File: src/verilog/rvPkg.sv
package rvPkg;

    typedef logic [31:0] word_t;
    typedef logic [4:0]  regAddr_t;
    typedef logic [3:0]  aluSel_t;
    typedef logic [1:0]  fwdSel_t;

    // Major opcodes
    localparam logic [6:0] opOp    = 7'b0110011;
    localparam logic [6:0] opOpImm = 7'b0010011;
    localparam logic [6:0] opLoad  = 7'b0000011;
    localparam logic [6:0] opStore = 7'b0100011;

    // funct3 for register and immediate arithmetic
    localparam logic [2:0] f3AddSub = 3'b000;
    localparam logic [2:0] f3Sll    = 3'b001;
    localparam logic [2:0] f3Slt    = 3'b010;
    localparam logic [2:0] f3Sltu   = 3'b011;
    localparam logic [2:0] f3Xor    = 3'b100;
    localparam logic [2:0] f3SrlSra = 3'b101;
    localparam logic [2:0] f3Or     = 3'b110;
    localparam logic [2:0] f3And    = 3'b111;

    // Word width for LW and SW
    localparam logic [2:0] f3Word   = 3'b010;

    // ALU operation select
    localparam aluSel_t aluAdd  = 4'd0;
    localparam aluSel_t aluSub  = 4'd1;
    localparam aluSel_t aluAnd  = 4'd2;
    localparam aluSel_t aluOr   = 4'd3;
    localparam aluSel_t aluXor  = 4'd4;
    localparam aluSel_t aluSll  = 4'd5;
    localparam aluSel_t aluSrl  = 4'd6;
    localparam aluSel_t aluSra  = 4'd7;
    localparam aluSel_t aluSlt  = 4'd8;
    localparam aluSel_t aluSltu = 4'd9;

    // Execute operand source
    localparam fwdSel_t fwdRegFile = 2'd0;
    localparam fwdSel_t fwdExMem   = 2'd1;
    localparam fwdSel_t fwdMemWb   = 2'd2;

endpackage
File: src/verilog/memWriteback.sv
`timescale 1ns/1ns

module memWriteback import rvPkg::*; #(
    parameter int dmemAddrBits = 6
) (
    input  logic     clk,
    input  logic     rst,
    input  word_t    memResult,
    input  word_t    memStoreData,
    input  regAddr_t memRd,
    input  logic     memRegWrite,
    input  logic     memMemRead,
    input  logic     memMemWrite,
    output logic     wbRegWrite,
    output logic     wbValid,
    output regAddr_t wbRd,
    output word_t    wbValue
);

    word_t dmem [2**dmemAddrBits];
    logic [dmemAddrBits-1:0] dataAddr;
    word_t loadWord;
    logic wbIsLoad;
    word_t wbLoadData, wbAluResult;

    // Word index from the byte address
    assign dataAddr = memResult[dmemAddrBits+1:2];
    assign loadWord = dmem[dataAddr];

    always_ff @(posedge clk) begin
        if (memMemWrite) begin
            dmem[dataAddr] <= memStoreData;
        end
    end

    // MEM/WB register
    always_ff @(posedge clk) begin
        if (rst) begin
            wbRegWrite <= 1'b0;
            wbIsLoad   <= 1'b0;
            wbRd       <= '0;
        end else begin
            wbRegWrite <= memRegWrite;
            wbIsLoad   <= memMemRead;
            wbRd       <= memRd;
        end
    end

    always_ff @(posedge clk) begin
        wbLoadData  <= loadWord;
        wbAluResult <= memResult;
    end

    assign wbValue = wbIsLoad ? wbLoadData : wbAluResult;
    // No pulse for x0
    assign wbValid = wbRegWrite && wbRd != '0;

endmodule

File: config.mk
export PLATFORM = sky130hd
export DESIGN_NAME = memWriteback
export DESIGN_NICKNAME = d
export VERILOG_FILES = /design/src/verilog/rvPkg.sv /design/src/verilog/memWriteback.sv
export SDC_FILE = /design/constraint.sdc
export NUM_CORES = 2
export LEC_CHECK = 0
export ABC_AREA = 1
export BUFFER_PORTS_ARGS = -buffer_cell sky130_fd_sc_hd__buf_2
export CELL_PAD_IN_SITES_DETAIL_PLACEMENT = 1
export CELL_PAD_IN_SITES_GLOBAL_PLACEMENT = 1
export CORE_AREA = 5 5 599 601
export CTS_CLUSTER_SIZE = 16
export DETAILED_ROUTE_END_ITERATION = 10
export DIE_AREA = 0 0 604 606
export GPL_TIMING_DRIVEN = 0
export HOLD_SLACK_MARGIN = 0.05
export PLACE_DENSITY_LB_ADDON = 0.1
export SYNTH_ARGS = -nofsm -noshare
export SYNTH_HDL_FRONTEND = slang
export SYNTH_SLANG_ARGS = --single-unit
export TNS_END_PERCENT = 20
File: constraint.sdc
create_clock -name clk -period 11 [get_ports clk]
set_input_delay 0.55 -clock clk [delete_from_list [all_inputs] [get_ports clk]]
set_output_delay 0.55 -clock clk [all_outputs]
set_load 0.01 [all_outputs]
# After elaboration in Yosys (flattened, before gate mapping)
# Memory sizes are Yosys's and may differ from the RTL's. A register that Yosys moved wholly into a read port is not among the register bits.
# Cells that the tools add are included.
# totals
ff_bits	39
ramBits	2048
memories	1
out_inout_bits	39
# op_classes
n_reduce_logical	2
n_mux	3
# memory_table
name	depth	word_bits	read_ports	rd_clocked_by_memory_dff	wr	line_no	rtl
dmem	64	32	1	1	1	memWriteback.sv:20	word_t dmem [2**dmemAddrBits];
# ops
operator	count
$mux 32	1
$reduce_bool 5->1	1
$mux 1	2
$logic_and 1x1->1	1

# Longest topological paths before layout
# logic_depth
word_depth	2
depth_mapped	15
depth_no_buf	11

# Worst setup path before layout
# Ideal clock, no wire load.
# synth_path
path_type	input -> register
startpoint	input memResult[3]
endpoint	memory dmem[41][0] (netlist bit), enable pin
required_ns	10.498
n_path_buf	2
arrival_ns	4.335
slack_ns	6.163
stages	5
cell_sequence	buf_4 -> buf_2 -> nor2_1 -> inv_1 -> nor4_1
# synth_rtl
element	line_no	rtl
from (decl)	memWriteback.sv:8	input word_t memResult,
to (decl)	memWriteback.sv:20	
# No word-level cell before the write port.

# Worst setup path in the final report
# layout_path
startpoint	input memResult[4]
endpoint	memory dmem[55][3] (netlist bit), enable pin
# No word-level cell before the write port.

==> reports/qor.txt <==
Fill cells: 39320
Synth Flop Type: edfxtp_1
CP most frequent cell: buf_2
Worst-path clk slew: 0.06 ns
worst-path fanout max: 23
Clock Tree Root: clkbuf_16
Syn. warnings: 0
CP arrival: 5.36 ns
FF+latch count, synth: 2119
GPL Wtd Cong: 0.8613
initial DRC count: 4892
Reg2Reg Launch Point: dmem[33][13]
leading area contributor after synthesis: edfxtp_1
die height: 606 um
sequential share of the synthesized area: 71.58%
Critical Path Source Type: input pin
GR Util All Layers: 19.62%
Met2 Wirelength: 171400 um
leakage power: 43.37 nW
outcome: finished clean
core box area: 0.3521 mm^2
cell with the most instances after synthesis: nand2_1
die width: 604 um
R2R cell count: 10
count of cell types in the netlist: 24
uppermost layer routed: met4
clock sink count: 2119
actual slew at the worst max-slew pin: 1.475 ns
R2R Setup Slk: 8.68 ns
Tcrit/Tclk final: 43.62%
H-Tree Depth: 5
post-route cell area: 0.1062 mm^2
DRT Pass-1 Iters: 8
via count of the first global-routing pass: 63510
layout cells sized above 1: 10.45%
reg-to-reg endpoint: wbLoadData[13]
Hold Startpoint: memStoreData[4]
hold path depth: 1
top cells by area, synth: edfxtp_1 (70%), nand2_1 (24%), dfxtp_1 (1.6%)
TritonCTS clock tree: done
clock latency on the worst-skew pair: 0.92 ns
RSZ-0062 raised after global routing: false
Async SR Flop Fraction: 0%
critical path capture point type: register
CP max stage delay: 1.09 ns
largest net degree at the start of global routing: 65
ordered cell list for the critical path: dlygate4sd3_1 -> buf_2 -> buf_2 -> clkbuf_1 -> buf_2 -> nand4_1 -> nor2_4 -> buf_12
commonest cells in the netlist: nand2_1 (5728), edfxtp_1 (2048), buf_2 (188)
net count after synthesis: 8606
worst hold path class: in -> reg
WS Path Type: in -> reg
Cell Area, Synth: 0.08790 mm^2
M1 WL: 167700 um
maximum clock insertion buffer count: 4
Starting Density: 24.96%
via/cell ratio: 4.420
Power Density: 176.6 mW/mm^2
Routed wire per std cell: 26.15 um
via count: 62050
Post-synth EDFFs: 2048
Hold Vio Cnt, Final: 0
crit path max-delay cell type: clkbuf_1
Slew HR: 1.697%
Register Area: 0.06292 mm^2
Area growth syn-to-layout: 20.83%
Yosys top cell area share: 69.96%
Syn Area/Cell: 10.30 um^2
Die Area: 0.3660 mm^2
Hold EP: dmem[24][4]
multi-input logic area: 0.02317 mm^2
Port Buffers: 111
FP Rows: 218
cells after synthesis: 8532
Post-CTS Resized: 0
Max Clock Freq: 0.2084 GHz
VDD IR-drop max: 0.0001080 V
setup TNS: 0 ns
Final Core Density: 30.16%
initial antenna violation count: 59
DRC Markers: 0
min Tclk post-route: 4.798 ns
final wirelength: 367200 um
number of setup violations in the final report: 0
data required time of the worst path: 11.56 ns
reported max-cap violation count: 0
routed length on met3: 16360 um
CTS buffer count: 267
Routed Antenna Nets: 0
dpl cell area: 0.09747 mm^2
Nets: 9155
num ports: 113
Slew Viols, Final: 0
Post-DP HPWL: 265900 um
remaining global-route overflow: 0
first-pass GRT wire length: 505300 um
Worst Clk Skew: 0.05812 ns
worst max path at each step:
stage,startpoint,end
final,memResult[4],dmem[55][3]
after global routing,memResult[4],dmem[55][3]
after CTS,memResult[4],dmem[55][3]
after detailed placement,memResult[4],dmem[55][14]
after global placement,memResult[3],dmem[40][13]
after floorplan,memResult[3],dmem[41][0]
area by class of cell:
class	instances	area share [%]
Buffer	426	2.037
Clock buffer	360	6.876
Sequential cell	2119	59.24
Clock inverter	116	0.8105
Multi-Input combinational cell	5949	21.82
Tap cell	4730	5.572
Antenna cell	21	0.04948
Timing Repair Buffer	280	3.461
Inverter	38	0.1367
worst max-delay path: cells and delay by family:
| kind | cells | cell delay [ns] |
|---|---|---|
| buffers and inverters | 6 | 2.85 |
| AND/OR/NAND/NOR | 2 | 1.89 |
timing repair:
action / 4_1_cts / 5_1_grt
endpoints found under the hold margin: 81 / 0
setup buffers: 0 / 0
hold buffers: 52 / 0
endpoints found under the setup margin: 0 / 0
metal layers:
metal,global-route usage [%],up-vias
met2,32.35,1355
met4,5.757,0
li1,-,28800
met1,27.14,31440
met5,0,-
met3,2.285,460
cells in the final DEF (no fill, tap or decap), drive strengths merged:
cell type and n:
nand2 5728, edfxtp 2048, buf 513, clkbuf 501, nor2 144, clkinv 95
dfxtp 71, dlygate4sd3 52, inv 48, mux2 32, diode 21, nand3 13
nor3 8, o21ai 8, bufinv 7, or2 6, o211ai 5, clkinvlp 4
nor4 2, nand4 2, or4 1
flip-flops by register name, indices dropped and copies added (netlist names):
| signal | count |
|---|---|
| dmem | 2048 |
| wbAluResult | 32 |
| wbIsLoad | 1 |
| wbLoadData | 32 |
| wbRd | 5 |
| wbRegWrite | 1 |
power by group:
part	switching, mW	leakage [nW]	internal (mW)	total, mW
Sequential	0.0199	19.0	8.93	8.95
Clock	3.57	3.97	4.83	8.41
Combinational	1.09	20.4	0.318	1.41
cell families after synthesis:
family	count (synthesis)	share of synthesized area [%]
flip-flops	2119	71.58
buffers and inverters	464	2.610
multiplexers	32	0.4099
AND/OR/NAND/NOR	5904	25.31
AO/OA/AOI/OAI	13	0.08826
through the flow:
| step | hold slack (ns) | total power, mW | setup slack, ns | std cells |
|---|---|---|---|---|
| floorplan | 0.5777 | 9.701 | 6.163 | 8532 |
| global placement | 0.6540 | 10.48 | 0.7159 | 13370 |
| detailed placement | 0.6544 | 10.54 | 5.960 | 13490 |
| CTS | 0.06457 | 19.05 | 6.373 | 14020 |
| global route | 0.06255 | 19.46 | 6.240 | 14020 |
| finish | 0.1193 | 18.76 | 6.202 | 14040 |
No activity file was read; power rests on OpenSTA's default activity.
