--- src/verilog/rvPkg.sv ---
package rvPkg;

    typedef logic [31:0] word_t;
    typedef logic [4:0]  regAddr_t;
    typedef logic [3:0]  aluSel_t;
    typedef logic [1:0]  fwdSel_t;

    // Major opcodes
    localparam logic [6:0] opOp    = 7'b0110011;
    localparam logic [6:0] opOpImm = 7'b0010011;
    localparam logic [6:0] opLoad  = 7'b0000011;
    localparam logic [6:0] opStore = 7'b0100011;

    // funct3 for register and immediate arithmetic
    localparam logic [2:0] f3AddSub = 3'b000;
    localparam logic [2:0] f3Sll    = 3'b001;
    localparam logic [2:0] f3Slt    = 3'b010;
    localparam logic [2:0] f3Sltu   = 3'b011;
    localparam logic [2:0] f3Xor    = 3'b100;
    localparam logic [2:0] f3SrlSra = 3'b101;
    localparam logic [2:0] f3Or     = 3'b110;
    localparam logic [2:0] f3And    = 3'b111;

    // Word width for LW and SW
    localparam logic [2:0] f3Word   = 3'b010;

    // ALU operation select
    localparam aluSel_t aluAdd  = 4'd0;
    localparam aluSel_t aluSub  = 4'd1;
    localparam aluSel_t aluAnd  = 4'd2;
    localparam aluSel_t aluOr   = 4'd3;
    localparam aluSel_t aluXor  = 4'd4;
    localparam aluSel_t aluSll  = 4'd5;
    localparam aluSel_t aluSrl  = 4'd6;
    localparam aluSel_t aluSra  = 4'd7;
    localparam aluSel_t aluSlt  = 4'd8;
    localparam aluSel_t aluSltu = 4'd9;

    // Execute operand source
    localparam fwdSel_t fwdRegFile = 2'd0;
    localparam fwdSel_t fwdExMem   = 2'd1;
    localparam fwdSel_t fwdMemWb   = 2'd2;

endpackage
--- src/verilog/aluExecute.sv ---
`timescale 1ns/1ns

module aluExecute import rvPkg::*; (
    input  logic     clk,
    input  logic     rst,
    input  logic     decRegWrite,
    input  logic     decMemRead,
    input  logic     decMemWrite,
    input  logic     decAluSrcImm,
    input  aluSel_t  decAluSel,
    input  word_t    decRs1Val,
    input  word_t    decRs2Val,
    input  word_t    decImm,
    input  regAddr_t decRs1,
    input  regAddr_t decRs2,
    input  regAddr_t decRd,
    input  fwdSel_t  forwardA,
    input  fwdSel_t  forwardB,
    input  word_t    wbValue,
    output regAddr_t exRd,
    output regAddr_t exRs1,
    output regAddr_t exRs2,
    output logic     exMemRead,
    output word_t    memResult,
    output word_t    memStoreData,
    output regAddr_t memRd,
    output logic     memRegWrite,
    output logic     memMemRead,
    output logic     memMemWrite
);

    logic exRegWrite, exMemWrite, exAluSrcImm;
    aluSel_t exAluSel;
    word_t exRs1Val, exRs2Val, exImm;
    word_t opA, opB, aluB, aluOut;
    logic [4:0] shamt;

    function automatic word_t fwdMux(
        input fwdSel_t sel,
        input word_t   regVal,
        input word_t   exMemVal,
        input word_t   memWbVal
    );
        word_t val;
        case (sel)
            fwdExMem: val = exMemVal;
            fwdMemWb: val = memWbVal;
            default:  val = regVal;
        endcase
        return val;
    endfunction

    //////////////////////////////////////////////////
    // ID/EX register
    //////////////////////////////////////////////////

    always_ff @(posedge clk) begin
        if (rst) begin
            exRegWrite <= 1'b0;
            exMemRead  <= 1'b0;
            exMemWrite <= 1'b0;
            exRd       <= '0;
            exRs1      <= '0;
            exRs2      <= '0;
        end else begin
            exRegWrite <= decRegWrite;
            exMemRead  <= decMemRead;
            exMemWrite <= decMemWrite;
            exRd       <= decRd;
            exRs1      <= decRs1;
            exRs2      <= decRs2;
        end
    end

    always_ff @(posedge clk) begin
        exAluSrcImm <= decAluSrcImm;
        exAluSel    <= decAluSel;
        exRs1Val    <= decRs1Val;
        exRs2Val    <= decRs2Val;
        exImm       <= decImm;
    end

    //////////////////////////////////////////////////
    // Operands and ALU
    //////////////////////////////////////////////////

    assign opA = fwdMux(forwardA, exRs1Val, memResult, wbValue);
    assign opB = fwdMux(forwardB, exRs2Val, memResult, wbValue);

    // Immediate for OP-IMM, loads and stores
    assign aluB  = exAluSrcImm ? exImm : opB;
    assign shamt = aluB[4:0];

    always_comb begin
        case (exAluSel)
            aluAdd:  aluOut = opA + aluB;
            aluSub:  aluOut = opA - aluB;
            aluAnd:  aluOut = opA & aluB;
            aluOr:   aluOut = opA | aluB;
            aluXor:  aluOut = opA ^ aluB;
            aluSll:  aluOut = opA << shamt;
            aluSrl:  aluOut = opA >> shamt;
            aluSra:  aluOut = $signed(opA) >>> shamt;
            aluSlt:  aluOut = word_t'($signed(opA) < $signed(aluB));
            aluSltu: aluOut = word_t'(opA < aluB);
            default: aluOut = '0;
        endcase
    end

    // EX/MEM register
    always_ff @(posedge clk) begin
        if (rst) begin
            memRegWrite <= 1'b0;
            memMemRead  <= 1'b0;
            memMemWrite <= 1'b0;
            memRd       <= '0;
        end else begin
            memRegWrite <= exRegWrite;
            memMemRead  <= exMemRead;
            memMemWrite <= exMemWrite;
            memRd       <= exRd;
        end
    end

    always_ff @(posedge clk) begin
        memResult    <= aluOut;
        memStoreData <= opB;
    end

endmodule

--- config.mk ---
export PLATFORM = sky130hd
export DESIGN_NAME = aluExecute
export DESIGN_NICKNAME = d
export VERILOG_FILES = /design/src/verilog/rvPkg.sv /design/src/verilog/aluExecute.sv
export SDC_FILE = /design/constraint.sdc
export NUM_CORES = 1
export LEC_CHECK = 0
export BUFFER_PORTS_ARGS = -buffer_cell sky130_fd_sc_hd__buf_2
export CAP_MARGIN = 25
export CORE_ASPECT_RATIO = 0.7
export CORE_MARGIN = 2
export CORE_UTILIZATION = 55
export DETAILED_ROUTE_END_ITERATION = 8
export PLACE_DENSITY = 0.79
export SLEW_MARGIN = 40
export SYNTH_ARGS = -nofsm -noshare
export SYNTH_HDL_FRONTEND = slang
export SYNTH_SLANG_ARGS = --single-unit
--- constraint.sdc ---
create_clock -name clk -period 10.2 [get_ports clk]
set_input_delay 1.53 -clock clk [delete_from_list [all_inputs] [get_ports clk]]
set_output_delay 1.53 -clock clk [all_outputs]
set_load 0.02 [all_outputs]
Word level (Yosys, flattened, before mapping)
Index checks and enable logic that the tools add are counted.

word-level totals
  register bits = 191
  bits in latches = 0
  bits in writable memories = 0
  bits in read-only memories = 0
  bits of input ports = 157
  output and inout bits = 88
  memories = 0

operators by class
  add/sub/neg operators = 2
  multiply operators = 0
  divide/modulo/power cells = 0
  order comparisons = 2
  eq/ne operators = 13
  shifts and indexed selects = 3
  multiplexer cells = 4
  bitwise gates (word level) = 3
  reductions and logical operators = 1

operators with widths
  operator              number
  $pmux W32 S10         1
  $pmux W32 S2          2
  $lt A32 B32 Y1        2
  $add A32 B32 Y32      1
  $and A32 B32 Y32      1
  $mux W32              1
  $or A32 B32 Y32       1
  $shl A32 B5 Y32       1
  $shr A32 B5 Y32       1
  $sshr A32 B5 Y32      1
  $sub A32 B32 Y32      1
  $xor A32 B32 Y32      1
  $eq A4 B3 Y1 const B  4
  $eq A4 B2 Y1 const B  2
  $eq A4 B4 Y1 const B  2
  $eq A2 B1 Y1 const B  2
  $eq A2 B2 Y1 const B  2
  $eq A4 B1 Y1 const B  1
  $logic_not A4 Y1      1

Longest topological paths before layout
  depth after elaboration = 5
  depth in mapped cells = 21
  depth with buffers taken out = 17

Worst setup path before layout
Ideal clock, no wire load.

  path kind = input -> register
  from = in forwardB[0]
  to = reg memResult[30]
  library setup time = 0.127 ns
  arrival time = 6.094 ns
  required time = 10.073 ns
  path slack = 3.979 ns
  cell stages on the path = 21
  path buffers = 4
  cells stage by stage = inv_1 > ha_1 > buf_2 > or2_1 > o221ai_2 > inv_2 > buf_2 > buf_2 > buf_1 > ha_1 > inv_1 > fa_1 > nor2_1 > o311a_1 > o21ai_1 > a2111oi_0 > nor2_1 > o41a_1 > a22oi_1 > a211oi_1 > or3b_1

on the way
  cells in the longest elaborated chain, start to end = 5
  elaborated cells between the ends (all ways) = 13
  classes of those cells = add/sub: 2; eq/ne: 2; shift: 3; mux: 3; bitwise: 3

RTL lines
  what                                            RTL line           RTL
  start: declaration                              aluExecute.sv:18   input fwdSel_t forwardB,
  $eq A2 B2 Y1 or $eq A2 B1 Y1 (tied branches)    aluExecute.sv:45   case (sel)
  $pmux W32 S2 *                                  aluExecute.sv:45
  $mux W32 *                                      aluExecute.sv:91   assign aluB = exAluSrcImm ? exImm : opB;
  $sub A32 B32 Y32, or another cell as far along  aluExecute.sv:97   aluSub: aluOut = opA - aluB;
  $pmux W32 S10 *                                 aluExecute.sv:95   case (exAluSel)
  named net aluOut[30]                            aluExecute.sv:35   word_t opA, opB, aluB, aluOut;
  end signal: assignment                          aluExecute.sv:126  memResult <= aluOut;
  end: declaration                                aluExecute.sv:24   output word_t memResult,

The timed path passes the listed nets; every way through them passes the cells marked *.
A chain may end at the register's enable or synchronous reset.

Final worst setup path
  from = in forwardB[0]
  to = reg memResult[18]

The elaborated chain is that of the path after synthesis.

==> results <==
- The run finished with clean final reports.
- The maximum clock rate is 0.141 GHz.
- The total wire length is 71.8 mm.
- The number of sinks handled by clock tree synthesis is 191.
- TritonCTS built the clock tree.
- The number of antenna diodes in the final layout is 0.
- The final hold violation count is 0.
- The number of antenna violations at the first check in global routing was 5.
- The width of the die is 198 um.
- Buffers added to address setup during post-CTS repair amount to 0.
- The slew at the pin closest to its max-slew limit is 977 ps.
- The final setup violation count is 0.
- Setup repair after global routing left no endpoint under its margin.
- The number of global-route vias before repair is 15700.
- After synthesis the netlist holds a flip-flop and latch count of 191.
- The register area is 0.00383 mm2.
- The number of remaining DRC errors is 0.
- The die covers 0.0278 mm2.
- The number of enable flip-flop cells after synthesis is 0.
- In this run the top signal layer used is met5.
- The first global-routing pass estimated 103 mm of wire.
- Combinational cells account for 46.0% of the total power.
- Summed over all nets, wire length on met2 after detailed routing comes to 28.4 mm.
- sky130_fd_sc_hd__dfxtp_1 takes more of the synthesized area than any other cell.
- In this run the cell area of the synthesized design comes to 0.0145 mm2.
- The net switching fraction of the power is 45.4%.
- By area the synthesized netlist is led by sky130_fd_sc_hd__dfxtp_1 26%, sky130_fd_sc_hd__mux2i_1 8.9%, sky130_fd_sc_hd__ha_1 8.9%, sky130_fd_sc_hd__a21oi_1 5.4%, sky130_fd_sc_hd__nor2_1 4.8%.
- CTS placed an instance of sky130_fd_sc_hd__clkbuf_16 at the clock tree root.
- For the worst setup path, the data arrival time is 7420 ps.
- The congestion estimate from routability-driven global placement came to 1.08.
- After synthesis, the mean cell area works out to 7.68 um2.
- The path category of the worst min-delay check is reg -> reg.
- The period utilization is 69.4%.
- In the final layout, the multi-input gates occupy 0.00969 mm2.
- The first-pass iteration count of the detailed router is 7.
- Across the run, the number of max-cap violations was 0.
- The total I/O pin count is 245.
- In this run the static leakage power is 7.63 nW.
- The register clock-pin slew on the reported worst setup and hold paths is 90 ps.
- The required time of the critical path is 10540 ps.
- The setup TNS is 0 ps.
- The maximum fanout count along the critical path is 65.
- The total of warnings raised by yosys is 0.
- The routed via count divided by cell count is 6.97.
- The count of hold-fix buffers inserted at cts is 0.
- The sequential fraction of design power is 29.6%.
- The setup skew after layout is 19.5 ps.
- The total CTS buffers is 17.
- The relative max-transition margin is 34.5%.
- Of the post-synthesis cell area, the dominant cell type holds 26.3%.
- The number of nets in the synthesized netlist is 2155.
- The clock latency on the worst-skew pair is 470 ps.
- The power spent charging and discharging nets is 1.33 mW.
- For this configuration, the core starts out at a cell density of 56.3%.
- The die is 140 um tall.
- Detailed routing placed a total of 12.7 mm of wire on met3.
- The floorplan core area is 0.0258 mm2.
- The netlist uses 83 different library cells.
- The net count of the finished layout is 2342.
- In this run the number of H-tree levels came out at 4.
- The synthesis-to-layout area growth is 15.0%.
- The maximum root-to-sink buffer count is 2.
- The number of DRC violations after detailed-routing iteration 0 is 3230.
- The type of element launching the critical path is a primary input.
- The cell count after synthesis is 1893.
- Measured on the finished design, the core utilization comes to 64.8%.
- The pin count of the biggest net entering global routing is 66.
- The critical path is of the in -> reg type.
- The half-perimeter wire length after detailed placement is 54.0 mm.
- The final critical path time including I/O delays and setup is 7080 ps.
- Of the synthesized area, sequential elements account for 26.3%.
- The number of filler cells placed in the layout is 2140.
- The max-slew violation count is 0.
- The commonest register cell after synthesis is sky130_fd_sc_hd__dfxtp_1.
- IR analysis of the VDD net gives a maximum drop of 0.000158 V.
- In this run, the clock network consumes 24.4% of the power.
- The cell row count is 49.
- The fraction of final layout cells sized beyond drive strength 1 is 18.4%.
- In the global route stage, overall resource usage came out at 50.6%.
- The routed layout has 17100 vias.
- Dividing total power by cell area gives a power density of 175 mW/mm2.
- The average wire length per cell after detail routing is 29.3 um.
- The remaining global-route overflow is 0.
- The total of buffers placed on input and output ports is 244.
- The critical path capture point type is a register.
- The total of cells resized after clock tree synthesis is 0.
- The internal cell power is 1.59 mW.
- The count of nets left with antenna violations after detail routing is 0.
- After synthesis, the share of flip-flops with an asynchronous set or reset is 0%.
- After detailed routing, the wire length on met1 is 26.7 mm.
[power by group through the flow]
stage / Clock [mW] / Sequential (mW) / Combinational [mW]
after floorplan: 0 / 0.908 / 0.770
after global placement: 0 / 0.873 / 1.24
after detailed placement: 0 / 0.873 / 1.25
after CTS: 0.710 / 0.858 / 1.26
after global routing: 0.743 / 0.865 / 1.39
final: 0.712 / 0.863 / 1.34
[synthesized netlist by cell type (13+ instances only)]
library cell                number
sky130_fd_sc_hd__o21ai_1        19
sky130_fd_sc_hd__nand2b_1       15
sky130_fd_sc_hd__nand3_1        24
sky130_fd_sc_hd__o211ai_1       35
sky130_fd_sc_hd__ha_1          103
sky130_fd_sc_hd__clkbuf_1       80
sky130_fd_sc_hd__o221ai_1       20
sky130_fd_sc_hd__a221oi_1       14
sky130_fd_sc_hd__a211oi_1       38
sky130_fd_sc_hd__nor2b_1        42
sky130_fd_sc_hd__buf_2          36
sky130_fd_sc_hd__xnor2_1        22
sky130_fd_sc_hd__dfxtp_1       191
sky130_fd_sc_hd__a21oi_1       157
sky130_fd_sc_hd__mux2_2         17
sky130_fd_sc_hd__o21ai_0       122
sky130_fd_sc_hd__inv_1         124
sky130_fd_sc_hd__a22oi_1        68
sky130_fd_sc_hd__nor3_1         25
sky130_fd_sc_hd__nor2_1        184
sky130_fd_sc_hd__nand2_1       172
sky130_fd_sc_hd__o2111ai_1      13
sky130_fd_sc_hd__buf_1          15
sky130_fd_sc_hd__mux2i_1       129
sky130_fd_sc_hd__o22ai_1        14
sky130_fd_sc_hd__o21a_1         13
[sequential cells by signal, indices dropped and copies added (netlist names)]
signal and count:
exAluSel 4, exAluSrcImm 1, exImm 32, exMemRead 1
exMemWrite 1, exRd 5, exRegWrite 1, exRs1 5
exRs1Val 32, exRs2 5, exRs2Val 32, memMemRead 1
memMemWrite 1, memRd 5, memRegWrite 1, memResult 32
memStoreData 32
[per-layer routing]
metal / track usage, % / vias to the layer above
met5: 0 / -
met4: 24.1 / 8
met3: 22.4 / 302
met2: 69.8 / 1606
met1: 66.8 / 7960
li1: - / 7207
[worst max-delay path: stages]
cell and delay [ps]:
sky130_fd_sc_hd__buf_2 100, sky130_fd_sc_hd__inv_1 40, sky130_fd_sc_hd__ha_2 290, sky130_fd_sc_hd__buf_4 540, sky130_fd_sc_hd__nand2b_1 230, sky130_fd_sc_hd__o221ai_4 210
sky130_fd_sc_hd__buf_4 650, sky130_fd_sc_hd__inv_2 90, sky130_fd_sc_hd__buf_4 370, sky130_fd_sc_hd__ha_1 340, sky130_fd_sc_hd__fa_1 470, sky130_fd_sc_hd__nor2b_1 190
sky130_fd_sc_hd__o2111ai_1 240, sky130_fd_sc_hd__a32oi_1 380, sky130_fd_sc_hd__a31oi_2 250, sky130_fd_sc_hd__o311ai_0 550, sky130_fd_sc_hd__a211o_1 190, sky130_fd_sc_hd__o21ai_0 70
sky130_fd_sc_hd__a2111oi_0 510, sky130_fd_sc_hd__nand4_1 170
[stage by stage]
step / power [mW] / setup WS [ps] / area, um2 / hold WS, ps / cells
floorplan: 1.68 / 3980 / 14500 / 414 / 1893
global placement: 2.11 / 3140 / 16100 / 416 / 2416
detailed placement: 2.13 / 2940 / 16100 / 426 / 2416
CTS: 2.83 / 3410 / 16700 / 442 / 2448
global route: 3.00 / 2850 / 16700 / 459 / 2450
finish: 2.92 / 3120 / 16700 / 441 / 2450
[cell families (layout without fill, tap and decap cells)]
| family | Yosys count | count (layout) | synth area share, % |
|---|---|---|---|
| DFF | 191 | 191 | 26.3 |
| muxes | 146 | 146 | 10.2 |
| and+or+nand+nor | 528 | 528 | 16.5 |
| xor gates and xnor gates | 24 | 24 | 1.45 |
| adders and majority gates | 105 | 105 | 9.14 |
| buffers and inverters | 263 | 463 | 7.23 |
| AOI/OAI and AO/OA | 636 | 636 | 29.2 |
[worst paths after layout]
kind	to	slack, ps	start	depth (start not counted)
setup / recovery	memResult[18]	3120	forwardB[0]	20
hold / removal	memStoreData[28]	440	exRs2Val[28]	2
setup reg to reg	memResult[30]	4300	exAluSrcImm	17
hold reg to reg	memStoreData[28]	440	exRs2Val[28]	2
[placed cells by master (no fill, tap or decap), drive strengths merged, types with 15 or more instances in the layout]
cell type  instances
clkbuf            18
o221ai            23
nand2            172
nor3              25
inv              135
mux2              17
a22oi             68
o21ai            141
mux2i            129
dfxtp            191
a211oi            38
ha               103
xnor2             22
a21oi            157
nor2             185
buf              302
nor2b             42
nand3             24
nand2b            15
o211ai            35
[layout make-up]
class                   count  area share (%)
flip-flops and latches    191            22.9
clock inverters            15            1.15
repair buffers            303            9.93
clock buffers              17            2.54
multi-input cells        1439            57.9
inverters                 128            2.87
well taps                 357            2.67
No activity file was read; power rests on OpenSTA's default activity.
