File: config.mk
export PLATFORM = sky130hd
export DESIGN_NAME = hazardForward
export DESIGN_NICKNAME = d
export VERILOG_FILES = /design/src/verilog/rvPkg.sv /design/src/verilog/hazardForward.sv
export SDC_FILE = /design/constraint.sdc
export NUM_CORES = 1
export LEC_CHECK = 0
export BUFFER_PORTS_ARGS = -buffer_cell sky130_fd_sc_hd__buf_2
export CAP_MARGIN = 10
export CELL_PAD_IN_SITES_DETAIL_PLACEMENT = 1
export CELL_PAD_IN_SITES_GLOBAL_PLACEMENT = 2
export CORE_MARGIN = 10
export CORE_UTILIZATION = 16
export DETAILED_ROUTE_END_ITERATION = 10
export PLACE_DENSITY_LB_ADDON = 0.1
export REMOVE_ABC_BUFFERS = 1
export SYNTH_ARGS = -nofsm -noshare
export SYNTH_HDL_FRONTEND = slang
export SYNTH_SLANG_ARGS = --single-unit
File: constraint.sdc
create_clock -name vclk -period 1.1
set_input_delay 0.22 -clock vclk [all_inputs]
set_output_delay 0.22 -clock vclk [all_outputs]
set_load 0.005 [all_outputs]
File: src/verilog/rvPkg.sv
package rvPkg;

    typedef logic [31:0] word_t;
    typedef logic [4:0]  regAddr_t;
    typedef logic [3:0]  aluSel_t;
    typedef logic [1:0]  fwdSel_t;

    // Major opcodes
    localparam logic [6:0] opOp    = 7'b0110011;
    localparam logic [6:0] opOpImm = 7'b0010011;
    localparam logic [6:0] opLoad  = 7'b0000011;
    localparam logic [6:0] opStore = 7'b0100011;

    // funct3 for register and immediate arithmetic
    localparam logic [2:0] f3AddSub = 3'b000;
    localparam logic [2:0] f3Sll    = 3'b001;
    localparam logic [2:0] f3Slt    = 3'b010;
    localparam logic [2:0] f3Sltu   = 3'b011;
    localparam logic [2:0] f3Xor    = 3'b100;
    localparam logic [2:0] f3SrlSra = 3'b101;
    localparam logic [2:0] f3Or     = 3'b110;
    localparam logic [2:0] f3And    = 3'b111;

    // Word width for LW and SW
    localparam logic [2:0] f3Word   = 3'b010;

    // ALU operation select
    localparam aluSel_t aluAdd  = 4'd0;
    localparam aluSel_t aluSub  = 4'd1;
    localparam aluSel_t aluAnd  = 4'd2;
    localparam aluSel_t aluOr   = 4'd3;
    localparam aluSel_t aluXor  = 4'd4;
    localparam aluSel_t aluSll  = 4'd5;
    localparam aluSel_t aluSrl  = 4'd6;
    localparam aluSel_t aluSra  = 4'd7;
    localparam aluSel_t aluSlt  = 4'd8;
    localparam aluSel_t aluSltu = 4'd9;

    // Execute operand source
    localparam fwdSel_t fwdRegFile = 2'd0;
    localparam fwdSel_t fwdExMem   = 2'd1;
    localparam fwdSel_t fwdMemWb   = 2'd2;

endpackage
File: src/verilog/hazardForward.sv
`timescale 1ns/1ns

module hazardForward import rvPkg::*; (
    input  regAddr_t idRs1,
    input  regAddr_t idRs2,
    input  regAddr_t exRd,
    input  regAddr_t memRd,
    input  regAddr_t wbRd,
    input  logic     exMemRead,
    input  logic     memRegWrite,
    input  logic     wbRegWrite,
    input  regAddr_t exRs1,
    input  regAddr_t exRs2,
    output logic     stall,
    output fwdSel_t  forwardA,
    output fwdSel_t  forwardB
);

    logic loadInEx;

    // Youngest producer wins, x0 is never forwarded
    function automatic fwdSel_t pickSource(
        input regAddr_t src,
        input regAddr_t memDst,
        input logic     memWr,
        input regAddr_t wbDst,
        input logic     wbWr
    );
        fwdSel_t sel;
        if (src == '0) begin
            sel = fwdRegFile;
        end else if (memWr && memDst == src) begin
            sel = fwdExMem;
        end else if (wbWr && wbDst == src) begin
            sel = fwdMemWb;
        end else begin
            sel = fwdRegFile;
        end
        return sel;
    endfunction

    // Load result is not ready until after MEM
    assign loadInEx = exMemRead && exRd != '0;
    assign stall    = loadInEx && (exRd == idRs1 || exRd == idRs2);

    assign forwardA = pickSource(exRs1, memRd, memRegWrite, wbRd, wbRegWrite);
    assign forwardB = pickSource(exRs2, memRd, memRegWrite, wbRd, wbRegWrite);

endmodule

Word level (Yosys, flattened, before mapping)
Cells that the tools add are included.

operators by class
  reduce and logical (&&, ||, !) cells = 10
  equality and inequality tests = 6
  multiplexer cells = 6

operators by type and width
  operator             number
  $eq A5 B5 Y1         6
  $mux W2              6
  $logic_not A5 Y1     2
  $logic_and A1 B1 Y1  6
  $reduce_bool A5 Y1   1
  $logic_or A1 B1 Y1   1

storage, ports and cells
  word-level logic and storage cells = 22
  flip-flop bits (word level) = 0
  input port bits = 38

Longest topological paths before layout
Gate-level depths: netlist of run 1.

  depth after elaboration = 5
  gate-level depth with buffers = 4
  depth with buffers taken out = 4

Worst setup path before layout of run 1
OpenSTA, ideal clock, no wires.

  path type = input-to-output
  start = in exRs1[1]
  end = out forwardA[0]
  data required time = 880 ps
  data arrival time = 905 ps
  path slack = -25 ps
  stages = 3
  buffers on the path = 0
  path through = or4_4 nor2_4 nor2_1

on the way
  longest elaborated chain between the ends = 4
  elaborated cells between the ends (all ways) = 5
  those cells by class = 1 x eq/ne; 2 x mux; 2 x reduce/logical

RTL lines
  what                 RTL line             source
  start, declared      hazardForward.sv:12  input regAddr_t exRs1,
  $eq A5 B5 Y1         hazardForward.sv:32  end else if (memWr && memDst == src) begin
  $logic_and A1 B1 Y1  hazardForward.sv:32
  $mux W2              hazardForward.sv:32
  $mux W2 *            hazardForward.sv:30  if (src == '0) begin
  end, declared        hazardForward.sv:15  output fwdSel_t forwardA,

Every way passes the cells marked *; elsewhere a longest branch is shown, timed or not.

Worst setup path after layout of run 1
  start = in exRs1[2]
  end = out forwardA[1]

on the way
  longest elaborated chain between the ends = 5
  elaborated cells between the ends (all ways) = 8
  those cells by class = 2 x eq/ne; 3 x mux; 3 x reduce/logical

RTL lines
  what                 RTL line             source
  $eq A5 B5 Y1         hazardForward.sv:34  end else if (wbWr && wbDst == src) begin
  $logic_and A1 B1 Y1  hazardForward.sv:34
  $mux W2              hazardForward.sv:34
  $mux W2              hazardForward.sv:32
  $mux W2 *            hazardForward.sv:30

Marks and branches as above.

==> impl_metrics.json, run 1 <==
{
  "antenna_found_initial": 0,
  "seq_area_um2": 0,
  "layout-drive-gt1-share_pct": 60.2,
  "wl_met2_um": 1010,
  "ir_worst_vdd_v": 0.000127,
  "synth_top_family_by_area": "XOR/XNOR gates",
  "nClkBuffers": 0,
  "synth-compound-area-share_pct": 2.35,
  "period_share_pct": 128,
  "cp-end-kind": "output port",
  "required_ps": 880,
  "holdCritPathClass": "in2out",
  "drv_cap": 0,
  "fmax_ghz": 0.710,
  "yosys-top-cells-area": "xnor2_1, xor2_1, nor4b_2, nor2_4, or4_4",
  "synth-adder-area-share_pct": 0,
  "top_layer": "met3",
  "power_density_mw_per_mm2": 347,
  "grt_pass1_wl_um": 2990,
  "insertedDiodeCount": 0,
  "areaGrowthSynthToFinish_pct": 109,
  "die_area_mm2": 0.00512,
  "grt_pass1_vias": 680,
  "seq_cell_count": 0,
  "routed_wl_um": 1870,
  "max_stage_delay_ps": 540,
  "critical_path.cell_chain": "buf_6, or4_4, nor2_4, nor4b_4, buf_2",
  "grt_start_max_net_pins": 4,
  "pin_count": 43,
  "fin_crit_ps": 1410,
  "violations": "negative setup slack",
  "wl_met3_um": 119,
  "core-area_mm2": 0.00250,
  "hold_buffers": 0,
  "crit_path_start_kind": "input port",
  "slew-limit-headroom_pct": 84.0,
  "netlist_area_um2": 425,
  "path_max_fanout": 3,
  "cp.arrival_ps": 1190,
  "muxShareOfSynthArea_pct": 0,
  "drtIter0Drc": 7,
  "rows": 18,
  "dp_hpwl_um": 1750,
  "drt-met1-wl_um": 738,
  "synth.most_common_cell": "xnor2_1",
  "cpMaxStageDelayCell": "or4_4",
  "worstSetupPathType": "in2out",
  "avgRoutedWirePerCell_um": 13.5,
  "grt_setup_unrepaired": "yes",
  "path_delay_family": "simple AND/OR/NAND/NOR gates",
  "setup_viol": 5,
  "vias": 575,
  "worst_slew_pin_slew_ps": 238,
  "synth_commonest_cells": "xnor2_1, xor2_1, nand3_1",
  "grt_overflow": 0,
  "fp.dieW_um": 71.6,
  "place.gp.congestion": 0.723,
  "fin_nets": 148,
  "p_leak_nw": 0.410,
  "power.total_w": 0.000308,
  "drc": 0,
  "worst_slack_ps": -309,
  "grt_use_total_pct": 6.74,
  "firstDrtPassIters": 4,
  "tns_ps": -1460,
  "synth_top_cell_area_share_pct": 32.9,
  "avgSynthCellArea_um2": 8.03,
  "vias_per_cell": 4.17,
  "synthCells": 53,
  "synthXorXnorAreaFrac_pct": 61.8,
  "ant_nets": 0,
  "slew_violations": 0,
  "critPathBufInv": 2,
  "synth_top_cell_by_area": "xnor2_1",
  "synthSimpleGateAreaFrac_pct": 35.9,
  "seq_area_frac_synth_pct": 0,
  "yosysWarnings": 0,
  "status": "finished with violations",
  "die_h_um": 71.6,
  "hold_viol": 0,
  "fillers": 313,
  "initial_core_util_pct": 17.0,
  "synth_cell_type_count": 14,
  "io_buffers": 43
}
[cells by family after synthesis]
family                    Yosys count
and+or+nand+nor                    21
AOI/OAI and AO/OA                   2
xor gates and xnor gates           30
[cells in the final DEF, fill, tap and decap left out, types with 3 or more instances in the layout]
| cell type | count |
|---|---|
| nand3_1 | 4 |
| buf_8 | 4 |
| buf_6 | 7 |
| xor2_1 | 14 |
| buf_4 | 11 |
| buf_2 | 33 |
| xnor2_1 | 16 |
| or4_4 | 3 |
[report_power, final]
part	total (W)	leakage, nW	internal, W	switching (W)
clock	0	0	0	0
combinational	0.000308	0.410	0.000184	0.000124
sequential	0	0	0	0
[area by class of cell]
class                           instances  area [µm²]  area share [%]
Tap cell                               30        37.5            4.23
Timing Repair Buffer                   55         387            43.6
Multi-Input combinational cell         53         463            52.2
[stage by stage]
step	area, µm²	util (%)	worst slack, ps	hold WS, ps	instances
floorplan	425	-	-24.6	536	53
global placement	761	30.4	-442	767	137
detailed placement	761	30.4	-443	766	137
CTS	858	34.3	-340	767	138
global route	887	35.5	-396	769	138
finish	887	35.5	-309	736	138
[routing by layer]
metal  vias to the layer above  track usage, %
li1                        296               -
met1                       255            7.79
met2                        24            12.9
met3                         0            1.38
met4                         0               0
met5                         -               0
[final timing paths]
check / from / end / slack, ps / depth (start not counted)
setup / recovery: exRs1[2] / forwardA[1] / -310 / 5
hold / removal: exMemRead / stall / 740 / 4
[tightest hold or removal path, stage by stage]
cell	delay (ps)
buf_2	100
o21ai_2	40
a21oi_1	30
buf_2	120
[timing repair]
item	CTS	global route
pin swaps	10	7
buffers inserted	1	0
gates resized for setup	18	5
setup endpoints to repair	5	5
endpoints found under the hold margin	0	0
Power figures use the tool's default switching activity.
==> run 2, diff against run 1 <==
--- a/config.mk
+++ b/config.mk
@@ -7,2 +7,3 @@
 export LEC_CHECK = 0
+export ABC_AREA = 1
 export BUFFER_PORTS_ARGS = -buffer_cell sky130_fd_sc_hd__buf_2
==> constraint.sdc (replaced) <==
create_clock -name vclk -period 1.1
set_input_delay 0.22 -clock vclk [all_inputs]
set_output_delay 0.22 -clock vclk [all_outputs]
set_load 0.05 [all_outputs]
==> impl_metrics.json, run 2 <==
{
  "status": "finished with violations",
  "violations": "negative setup slack",
  "holdCritPathClass": "in2out",
  "slew-limit-headroom_pct": 86.3,
  "synth_commonest_cells": "nand2_1, inv_1, nor2_1, xnor2_1",
  "die_area_mm2": 0.00658,
  "synth_top_cell_area_share_pct": 27.0,
  "ant_nets": 0,
  "worst_slack_ps": -174,
  "fp.dieW_um": 81.1,
  "cp.arrival_ps": 1050,
  "dp_hpwl_um": 2450,
  "seq_area_frac_synth_pct": 0,
  "grt_pass1_wl_um": 4370,
  "p_leak_nw": 0.662,
  "fin_crit_ps": 1270,
  "yosysWarnings": 0,
  "initial_core_util_pct": 16.5,
  "multi_input_area_um2": 616,
  "dpl_worst_slack_ps": -289,
  "rows": 22,
  "worst_slew_pin_slew_ps": 204,
  "antenna_found_initial": 0,
  "drc": 0,
  "avgRoutedWirePerCell_um": 12.7,
  "vias": 880,
  "dpl_cell_area_um2": 933,
  "hold_viol": 0,
  "layout-drive-gt1-share_pct": 57.0,
  "ir_worst_vdd_v": 0.0000986,
  "period_share_pct": 116,
  "routed_wl_um": 2800,
  "fin_worst_hold_slack_ps": 824,
  "firstDrtPassIters": 4,
  "drtIter0Drc": 16,
  "worstSetupPathType": "in2out",
  "crit_path_start_kind": "input port",
  "fin_nets": 212,
  "grt_start_max_net_pins": 5,
  "pin_count": 43,
  "synth_top_cell_by_area": "nand2_1",
  "grt_use_total_pct": 7.97,
  "cp-end-kind": "output port",
  "path_max_fanout": 2,
  "yosys-top-cells-area": "nand2_1, xnor2_1, inv_1, nor2_1, nand3_1",
  "grt_pass1_vias": 991,
  "cts_setup_buffers": 0,
  "areaGrowthSynthToFinish_pct": 109,
  "grt_setup_unrepaired": "yes",
  "layout_commonest_cell": "nand2_1",
  "final_cell_mix": "nand2_1, buf_2, buf_6",
  "power_density_mw_per_mm2": 365,
  "tns_ps": -675,
  "netlist_area_um2": 598,
  "nClkBuffers": 0,
  "synth.most_common_cell": "nand2_1",
  "post-route-cell-area_mm2": 0.00125,
  "hold_depth": 4,
  "seq_area_um2": 0,
  "synth_cell_type_count": 18,
  "seq_cell_count": 0,
  "vias_per_cell": 4.00,
  "avgSynthCellArea_um2": 4.94,
  "place.gp.congestion": 0.704,
  "die_h_um": 81.1,
  "core-area_mm2": 0.00363,
  "insertedDiodeCount": 0,
  "drv_cap": 0,
  "synthCells": 121,
  "slew_violations": 0,
  "io_buffers": 43,
  "setup_viol": 5,
  "fillers": 489,
  "required_ps": 880,
  "grt_overflow": 0,
  "fmax_ghz": 0.785
}
## run 2: area by class of cell
cell class	count	share of cell area, %
tap	48	4.81
multi-input combinational	93	49.3
inverter	28	9.42
timing repair buffer	51	36.5
## run 2: path summary, 6_finish.rpt
check  slack, ps          end  startpoint
max         -170  forwardB[0]    memRd[2]
min          820        stall   exMemRead
## run 2: power breakdown
part,internal [W],switching [W]
Combinational,0.000235,0.000220
Clock,0,0
Sequential,0,0
## run 2: worst max-delay path, cell delays in order
cell and delay [ps]:
buf_2 140, xnor2_2 220, nand3b_4 110, nor3_2 180
buf_6 180
## run 2: layer usage
layer / track usage, % / share of wire, % / up-vias
li1: - / - / 468
met1: 9.94 / 41 / 391
met2: 14.6 / 54 / 21
met3: 1.43 / 5.3 / 0
met4: 0 / 0 / 0
met5: 0 / 0 / -
## run 2: kinds of logic (layout without fill, tap and decap cells)
group	Yosys count	in the layout	share of synthesized area [%]
and+or+nand+nor	75	75	58.8
AOI/OAI and AO/OA	8	8	9.00
xor gates and xnor gates	10	10	14.6
buffers and inverters	28	79	17.6
## run 2: timing repair
item / 4_1_cts / 5_1_grt
endpoints found under the setup margin: 5 / 5
hold buffers: 0 / 0
gates resized for setup: 41 / 50
pin swaps: 19 / 25
## run 2: stage by stage
stage / util [%] / instances / power, W
after global placement: 25.7 / 220 / 0.000326
after global routing: 34.4 / 220 / 0.000503
after CTS: 30.1 / 220 / 0.000394
after detailed placement: 25.7 / 220 / 0.000334
final: 34.4 / 220 / 0.000456
after floorplan: - / 121 / 0.000171
==> run 3, diff against run 2 <==
Settings changed: CORE_UTILIZATION 16 to 20.
Clock period 1.1 ns to 1.6 ns, I/O delays scaled along.
==> impl_metrics.json, run 3 (same netlist as run 2, synthesis figures left out) <==
{
  "cpMaxStageDelayCell": "xnor2_1",
  "seq_area_um2": 0,
  "setup_viol": 0,
  "p_int_w": 0.0000927,
  "clkPwrFrac_pct": 0,
  "max_stage_delay_ps": 290,
  "path_max_fanout": 2,
  "crit_path_start_kind": "input port",
  "insertedDiodeCount": 0,
  "slew-limit-headroom_pct": 78.9,
  "min_from": "exMemRead",
  "hold_depth": 4,
  "drv_cap": 0,
  "grt_pass1_vias": 961,
  "worst_slew_pin_slew_ps": 314,
  "drtIter0Drc": 9,
  "seq_power_share_pct": 0,
  "grt_setup_unrepaired": "yes",
  "fmax_ghz": 0.652,
  "grt_start_max_net_pins": 5,
  "seq_cell_count": 0,
  "fillers": 406,
  "period_share_pct": 95.9,
  "routed_wl_um": 2400,
  "met1_usage_pct": 10.1,
  "fin_nets": 204,
  "fin_crit_ps": 1530,
  "antenna_found_initial": 0,
  "grt_pass1_wl_um": 3990,
  "die_area_mm2": 0.00558,
  "place.gp.congestion": 0.756,
  "min_to": "stall",
  "critical_path.cell_chain": "buf_2, xnor2_1, nand3b_4, nor3_2, buf_4",
  "cp-end-kind": "output port",
  "layout_commonest_cell": "nand2_1",
  "ir_worst_vdd_v": 0.0000671,
  "p_comb_share_pct": 100.0,
  "power_density_mw_per_mm2": 243,
  "p_sw_w": 0.000120,
  "core-area_mm2": 0.00281,
  "multi_input_area_um2": 498,
  "firstDrtPassIters": 4,
  "initial_core_util_pct": 21.3,
  "fin_worst_hold_slack_ps": 1070,
  "ant_nets": 0,
  "status": "complete, no violations",
  "vias_per_cell": 4.30,
  "pin_count": 43,
  "fp.dieW_um": 74.7,
  "areaGrowthSynthToFinish_pct": 46.7,
  "required_ps": 1280,
  "hold_viol": 0,
  "layout-drive-gt1-share_pct": 37.8,
  "dpl_cell_area_um2": 852,
  "grt_util_met3_pct": 1.84,
  "slew_violations": 0,
  "io_buffers": 43,
  "holdCritPathClass": "in2out",
  "post-route-cell-area_um2": 877,
  "grt_overflow": 0,
  "final_cell_mix": "nand2_1, buf_2, inv_1",
  "worstSetupPathType": "in2out",
  "drc": 0,
  "p_leak_nw": 0.529,
  "cp.arrival_ps": 1210,
  "dp_hpwl_um": 2290,
  "nClkBuffers": 0,
  "vias": 839,
  "rows": 19,
  "die_h_um": 74.7,
  "avgRoutedWirePerCell_um": 12.3,
  "swShare_pct": 56.5,
  "use_met2_pct": 16.1,
  "cts_setup_buffers": 0,
  "top_usage_layer": "met2",
  "grt_use_total_pct": 8.51
}
## run 3: power groups by stage
stage	Clock, W	Sequential [W]	Combinational, W
5_1_grt	0	0	0.000244
6_report	0	0	0.000213
3_3_place_gp	0	0	0.000207
3_5_place_dp	0	0	0.000214
2_1_floorplan	0	0	0.000117
4_1_cts	0	0	0.000215
## run 3: through the flow
step / instances / setup WS, ps / TNS (ps) / total power [W] / util [%]
floorplan: 121 / -79.3 / -137 / 0.000117 / -
global placement: 195 / 0.226 / 0 / 0.000207 / 30.4
detailed placement: 195 / -3.85 / -3.85 / 0.000214 / 30.4
CTS: 195 / 26.0 / 0 / 0.000215 / 30.5
global route: 195 / -35.7 / -64.0 / 0.000244 / 31.3
finish: 195 / 65.6 / 0 / 0.000213 / 31.3
## run 3: final cells by class
class | count | share of cell area, %
inverter | 28 | 12.0
multi-input combinational | 93 | 56.8
tap | 31 | 4.42
timing repair buffer | 43 | 26.8
## run 3: routing by layer
layer	share of wire, %	wire length (µm)	vias to the layer above
met5	0	0	-
met4	0	0	0
met3	8.4	200	0
met2	50	1200	19
met1	42	996	368
li1	-	-	452
## run 3: worst max-delay path by stage
stage | slack, ps | from | end
final | 70 | memRd[4] | forwardB[0]
after floorplan | -80 | memRd[0] | forwardB[1]
after detailed placement | -4 | memRd[4] | forwardB[0]
after CTS | 30 | memRd[4] | forwardB[1]
after global routing | -40 | exRs2[4] | forwardB[1]
after global placement | 0.2 | memRd[4] | forwardB[0]
## run 3: timing repair
item                                    CTS  global route
hold buffers                              0             0
endpoints found under the setup margin    1             5
endpoints found under the hold margin     0             0
pin swaps                                 0             3
gates resized for setup                   1            11
## run 3: worst max-delay path: cells and delay by family
kind,cells,cell delay [ps]
XOR/XNOR,1,290
buffers and inverters,2,330
AND/OR/NAND/NOR,2,260
